**src/source/audio_pkg.sv**
```systemverilog
package audio_pkg;

    ////////////////////////////////////////////////////////////////////////////
    // Sample format
    ////////////////////////////////////////////////////////////////////////////

    // Width of one audio sample for both sources and the mixed output
    parameter int SAMPLE_WIDTH = 16;

    // Two's complement sample as delivered by the PCM and FM channels
    typedef logic signed [SAMPLE_WIDTH-1:0] sample_t;

    ////////////////////////////////////////////////////////////////////////////
    // Clamp limits
    ////////////////////////////////////////////////////////////////////////////

    // Full-scale positive used when a sum overflows upward
    parameter sample_t SAMPLE_MAX = 16'sh7FFF;

    // Full-scale negative used when a sum overflows downward
    parameter sample_t SAMPLE_MIN = 16'sh8000;

endpackage

```
**src/source/dac_pkg.sv**
```systemverilog
package dac_pkg;

    // PWM resolution unless the top level overrides it
    parameter int PWM_BITS_DEFAULT = 8;

    // Moves a signed sample into offset binary with silence at mid scale
    parameter logic [audio_pkg::SAMPLE_WIDTH-1:0] OFFSET = 16'h8000;

    // Signed sample to unsigned offset-binary value
    function automatic logic [audio_pkg::SAMPLE_WIDTH-1:0] offset_binary(
        audio_pkg::sample_t sample
    );
        return sample + OFFSET;     // Wraps, so only the MSB flips
    endfunction

    // Right shift that keeps the top PWM bits of an offset-binary sample
    function automatic int duty_shift(int pwm_bits);
        return audio_pkg::SAMPLE_WIDTH - pwm_bits;
    endfunction

endpackage

```
**src/source/sample_mixer.sv**
```systemverilog
`timescale 1ns/1ps

module sample_mixer (
    input  logic               clk,
    input  logic               reset,

    // Source samples for one channel
    input  audio_pkg::sample_t pcm,
    input  audio_pkg::sample_t fm,

    // Registered, clamped sum
    output audio_pkg::sample_t mixed
);

    localparam int MSB = audio_pkg::SAMPLE_WIDTH - 1;

    ////////////////////////////////////////////////////////////////////////////
    // Sum with one guard bit
    ////////////////////////////////////////////////////////////////////////////

    logic [MSB+1:0]     sum;        // One extra sign bit
    audio_pkg::sample_t clamped;

    // Both operands sign-extended by hand
    assign sum = {pcm[MSB], pcm} + {fm[MSB], fm};

    ////////////////////////////////////////////////////////////////////////////
    // Saturation
    ////////////////////////////////////////////////////////////////////////////

    // Top two bits differ only when the result left the 16-bit range
    always_comb begin
        case (sum[MSB+1:MSB])
            2'b01:   clamped = audio_pkg::SAMPLE_MAX;    // Positive overflow
            2'b10:   clamped = audio_pkg::SAMPLE_MIN;    // Negative overflow
            default: clamped = sum[MSB:0];
        endcase
    end

    ////////////////////////////////////////////////////////////////////////////
    // Output register
    ////////////////////////////////////////////////////////////////////////////

    // One clock from input change to mixed
    always_ff @(posedge clk or posedge reset) begin
        if (reset) begin
            mixed <= '0;                // Silence until the first sum
        end else begin
            mixed <= clamped;
        end
    end

endmodule

```
**src/source/pwm_dac.sv**
```systemverilog
`timescale 1ns/1ps

module pwm_dac #(
    parameter int PWM_BITS = dac_pkg::PWM_BITS_DEFAULT
) (
    input  logic               clk,
    input  logic               reset,

    // Mixed samples read only at the period wrap
    input  audio_pkg::sample_t left_sample,
    input  audio_pkg::sample_t right_sample,

    // Strobe at the start of each PWM period
    output logic               sample_request,

    // PWM audio outputs
    output logic               audio_left,
    output logic               audio_right
);

    localparam int SHIFT = dac_pkg::duty_shift(PWM_BITS);
    localparam int CHANNELS = 2;

    ////////////////////////////////////////////////////////////////////////////
    // Period counter
    ////////////////////////////////////////////////////////////////////////////

    logic [PWM_BITS-1:0] count;
    logic                wrap;

    // Start of a period where the duties are taken
    assign wrap = (count == '0);

    always_ff @(posedge clk or posedge reset) begin
        if (reset) begin
            count          <= '0;
            sample_request <= 1'b0;
        end else begin
            count          <= count + 1'b1;     // Wraps at 2**PWM_BITS
            sample_request <= wrap;             // Lines up with the count 0 output
        end
    end

    ////////////////////////////////////////////////////////////////////////////
    // Per-channel duty and comparator
    ////////////////////////////////////////////////////////////////////////////

    audio_pkg::sample_t samples [CHANNELS];

    assign samples[0] = left_sample;
    assign samples[1] = right_sample;

    for (genvar ch = 0; ch < CHANNELS; ch++) begin : g_chan
        logic [audio_pkg::SAMPLE_WIDTH-1:0] scaled;
        logic [PWM_BITS-1:0]                duty;
        logic [PWM_BITS-1:0]                duty_next;
        logic                               pwm_q;

        // Offset binary, then keep the top PWM_BITS bits
        assign scaled = dac_pkg::offset_binary(samples[ch]) >> SHIFT;

        // New duty already applies to count 0 of its own period
        assign duty_next = wrap ? scaled[PWM_BITS-1:0] : duty;

        always_ff @(posedge clk or posedge reset) begin
            if (reset) begin
                duty  <= '0;
                pwm_q <= 1'b0;
            end else begin
                duty  <= duty_next;
                pwm_q <= (count < duty_next);   // High for exactly duty cycles
            end
        end
    end

    assign audio_left  = g_chan[0].pwm_q;
    assign audio_right = g_chan[1].pwm_q;

endmodule

```
**src/source/audio_out.sv**
```systemverilog
`timescale 1ns/1ps

module audio_out #(
    parameter int PWM_BITS = dac_pkg::PWM_BITS_DEFAULT
) (
    input  logic               clk,
    input  logic               reset,

    // PCM channel
    input  audio_pkg::sample_t pcm_left,
    input  audio_pkg::sample_t pcm_right,

    // FM channel
    input  audio_pkg::sample_t fm_left,
    input  audio_pkg::sample_t fm_right,

    // PWM audio outputs
    output logic               audio_left,
    output logic               audio_right,

    // New sample taken by the DAC
    output logic               sample_request
);

    audio_pkg::sample_t mixed_left;
    audio_pkg::sample_t mixed_right;

    ////////////////////////////////////////////////////////////////////////////
    // Mixers, one per channel
    ////////////////////////////////////////////////////////////////////////////

    sample_mixer mixer_left (
        .clk   (clk),
        .reset (reset),
        .pcm   (pcm_left),
        .fm    (fm_left),
        .mixed (mixed_left)
    );

    sample_mixer mixer_right (
        .clk   (clk),
        .reset (reset),
        .pcm   (pcm_right),
        .fm    (fm_right),
        .mixed (mixed_right)
    );

    ////////////////////////////////////////////////////////////////////////////
    // PWM DAC
    ////////////////////////////////////////////////////////////////////////////

    // Reads the mixer levels once per period without back-pressure
    pwm_dac #(
        .PWM_BITS (PWM_BITS)
    ) dac (
        .clk            (clk),
        .reset          (reset),
        .left_sample    (mixed_left),
        .right_sample   (mixed_right),
        .sample_request (sample_request),
        .audio_left     (audio_left),
        .audio_right    (audio_right)
    );

endmodule

```
**config.mk**
```make
export PLATFORM = sky130hd
export DESIGN_NAME = audio_out
export DESIGN_NICKNAME = d
export VERILOG_FILES = /design/src/source/audio_pkg.sv /design/src/source/dac_pkg.sv /design/src/source/sample_mixer.sv /design/src/source/pwm_dac.sv /design/src/source/audio_out.sv
export SDC_FILE = /design/constraint.sdc
export NUM_CORES = 1
export LEC_CHECK = 0
export BUFFER_PORTS_ARGS = -buffer_cell sky130_fd_sc_hd__buf_2
export CORE_ASPECT_RATIO = 2
export CORE_UTILIZATION = 56
export DETAILED_ROUTE_END_ITERATION = 8
export PLACE_DENSITY_LB_ADDON = 0.08
export SLEW_MARGIN = 0
export SYNTH_ARGS = -nofsm -noshare
export SYNTH_HDL_FRONTEND = slang
export SYNTH_SLANG_ARGS = --single-unit
export TNS_END_PERCENT = 100
```
**constraint.sdc**
```tcl
create_clock -name clk -period 2.6 [get_ports clk]
set_input_delay 0 -clock clk [delete_from_list [all_inputs] [get_ports clk]]
set_output_delay 0 -clock clk [all_outputs]
set_load 0.01 [all_outputs]
```
==> run metrics <==
first-pass GRT wire length 13.9 mm; Data required, critical path 2.78 ns; die area ~0.0064 mm²; Die H 112 µm; Setup-failing EPs final 0; sequential fraction of the synthesis area 0.318; most used flip-flop cell after synthesis dfrtp_1; syn nets ~480; CP max stage delay 0.39 ns; CTS Buf Count 5; Area Overhead vs Synth 26.0%; number of I/O pins 69; pwr dens 600 mW/mm²; Worst-Skew Late Latency 0.29 ns; Final Slew Violations 0; crit-path max FO 17; Routed met1 length 2.77 mm; ant diodes 0; R2R cell count 10; Placeable Area ~0.0058 mm²; drt total wl 8.13 mm; CTS max path bufs 2; Worst Hold Class in2reg; Final Hold Violating Endpoints 0; CP startpoint dac.count[0]; TritonCTS clock tree done; Synth Instances roughly 360; Via density 6.05; Congestion Overflow GR 0; # rows 39; Pre-Repair DR Iteration Count 4; kind of critical path reg2reg; share of post-route cells with drive strength above 1 0.283; H-tree depth 2; uppermost layer routed met4; Static Leak about 2.2 nW; unrepaired setup endpoints after global routing false; GR Util All Layers 0.277; worst path cell trace inv_1 -> ha_1 -> nor4b_4 -> nand2_2 -> buf_12 -> mux2i_4 -> ha_1 -> a21o_1 -> a21o_1 -> a221oi_1; PortBufs 68; TNS Setup 0 ns; routed length on met3 between 200 and 250 µm; Setup crit end dac.audio_right; Tmin final 2.47 ns; Worst R2R Start dac.count[0]; Cell Area, Synth 0.00339 mm²; R2R Path End dac.audio_right; worst vdd ir 0.317 mV; outcome finished clean; Worst-Margin Slew 0.716 ns; yosys warns 0; DR WL/cell 15.2 µm; Slowest-stage cell, CP dfrtp_1; WL met2 4.86 mm; Root Buffer clkbuf_16; commonest non-fill, non-tap cells in the layout 68 x buf_2, 50 x ha_1, 43 x dfrtp_1; vias in the first global route 3313; fraction of registers with async set/reset 1.00; Final Power about 2.6 mW; initial antenna violation count 0; number of enable flip-flop cells after synthesis 0; drt initial violations 141; commonest non-fill, non-tap cell in the layout buf_2; ANT nets after route 0; Max Fclk 405 MHz; Synth cell types 58; Via Count 3231; Initial Util 0.588; # DRC 0; largest net degree at the start of global routing 26; CTS Sinks 43; CP Capture Type flip-flop; Clk pin slew, worst setup/hold paths around 0.06 ns; Max Cap Viol 0; WP data arrival between 2 and 3 ns; nets@finish 588; Min-Delay Path Depth 4; Final GP Congestion 0.964; fin crit share 0.950; Syn Area/Cell 9.36 µm²; Startpoint Class flip-flop; synthesized flop and latch total 43; R2R Setup Slk 0.13 ns; clock skew 0.00293 ns; slew margin rel. 0.522; post-DP HPWL 6.72 mm; Die Wd 57.0 µm
==> sequential cells by signal, summed over array words and instances (netlist names) <==
register            count
dac.audio_left          1
dac.audio_right         1
dac.count               8
dac.g_chan.duty        16
dac.sample_request      1
mixer_left.mixed        8
mixer_right.mixed       8
==> how the worst min path moves through the flow <==
| stage | from | end | slack (ns) |
|---|---|---|---|
| finish | fm_right[13] | mixer_right.mixed[13] | 0.18 |
| global route | fm_right[13] | mixer_right.mixed[13] | 0.22 |
| CTS | fm_right[13] | mixer_right.mixed[13] | 0.18 |
| detailed placement | reset | dac.audio_left | 0.15 |
| global placement | reset | dac.audio_left | 0.13 |
| floorplan | reset | dac.audio_left | 0.26 |
==> where the power goes <==
| group | switching, mW | internal, mW |
|---|---|---|
| combinational | 0.550 | 0.467 |
| sequential | 0.0633 | 0.879 |
| clock | 0.249 | 0.353 |
| total | 0.862 | 1.70 |
==> per-layer routing <==
metal	global-route usage	vias up
met2	0.562	79
met3	0.0372	24
met4	0.135	0
met5	0	-
li1	-	1587
met1	0.248	1541
==> worst max-delay path: cells and delay by family (launching register included) <==
kind                     cells  cell delay (ns)
buffers and inverters        2             0.29
AO/OA/AOI/OAI                3             0.65
AND/OR/NAND/NOR              2             0.34
flip-flops                   1             0.39
adder cells (fa/ha/maj)      2             0.49
multiplexers                 1             0.19
==> synthesized netlist by cell type, types with 2 or more instances <==
master     count  area [µm²]
ha_1          50         626
a21o_1        13        97.6
a211o_1        4        35.0
a21oi_1       24         120
o21ai_0        8        40.0
nand3_1       11        55.1
dfrtp_1       43        1080
nor3_1        13        65.1
xnor2_1        5        43.8
o21ai_1       11        55.1
nor2_1        12        45.0
a211oi_1       3        22.5
xor2_1         4        35.0
inv_1         19        71.3
a221oi_1       2        17.5
o31ai_1        7        52.6
clkbuf_1       2        7.51
o211ai_1       6        45.0
buf_2          3        15.0
o21ai_2        2        17.5
a221o_1        2        20.0
inv_2          5        18.8
o311ai_1       4        35.0
o31a_1         4        35.0
a31oi_1        2        12.5
nand2_1       33         124
o2111ai_1      2        17.5
mux2i_1       14         140
nand4_1       11        68.8
and4_1         2        17.5
or3_1          2        12.5
and2_1         3        18.8
o21a_1         7        52.6
nand2b_1       5        31.3
==> layout make-up <==
cell class / instances / area (µm²)
fill: 451 / 1490
tap: 61 / 76.3
multi-input combinational: 289 / 2220
timing repair buffer: 108 / 656
inverter: 25 / 95.1
sequential: 43 / 1080
clock buffer: 5 / 125
clock inverter: 3 / 20.0
==> metrics by stage <==
| step | instance area [µm²] | utilization | hold slack (ns) | setup slack [ns] | std cells |
|---|---|---|---|---|---|
| after floorplan | 3390 | - | 0.256 | 0.0341 | 362 |
| after global placement | 4080 | 0.709 | 0.135 | 0.0726 | 524 |
| after detailed placement | 4080 | 0.709 | 0.147 | 0.0258 | 524 |
| after CTS | 4240 | 0.736 | 0.182 | 0.0898 | 533 |
| after global routing | 4270 | 0.741 | 0.219 | 0.00389 | 534 |
| final | 4270 | 0.741 | 0.180 | 0.131 | 534 |
==> logic make-up (layout without fill, tap and decap cells) <==
family	Yosys count	after routing	share of synthesized area
simple gates	101	101	0.152
mux	14	14	0.0414
flops	43	43	0.318
compound gates	115	115	0.246
fa+ha+maj	50	50	0.185
xor+xnor	9	9	0.0233
buf+inv	30	141	0.0344
==> timing repair <==
| item | 4_1_cts | 5_1_grt |
|---|---|---|
| setup buffers | 0 | 1 |
| resized for setup | 0 | 4 |
| setup endpoints to repair | 0 | 2 |
| hold endpoints to repair | 18 | 0 |
| hold buffers | 1 | 0 |
Power figures use the tool's default switching activity.
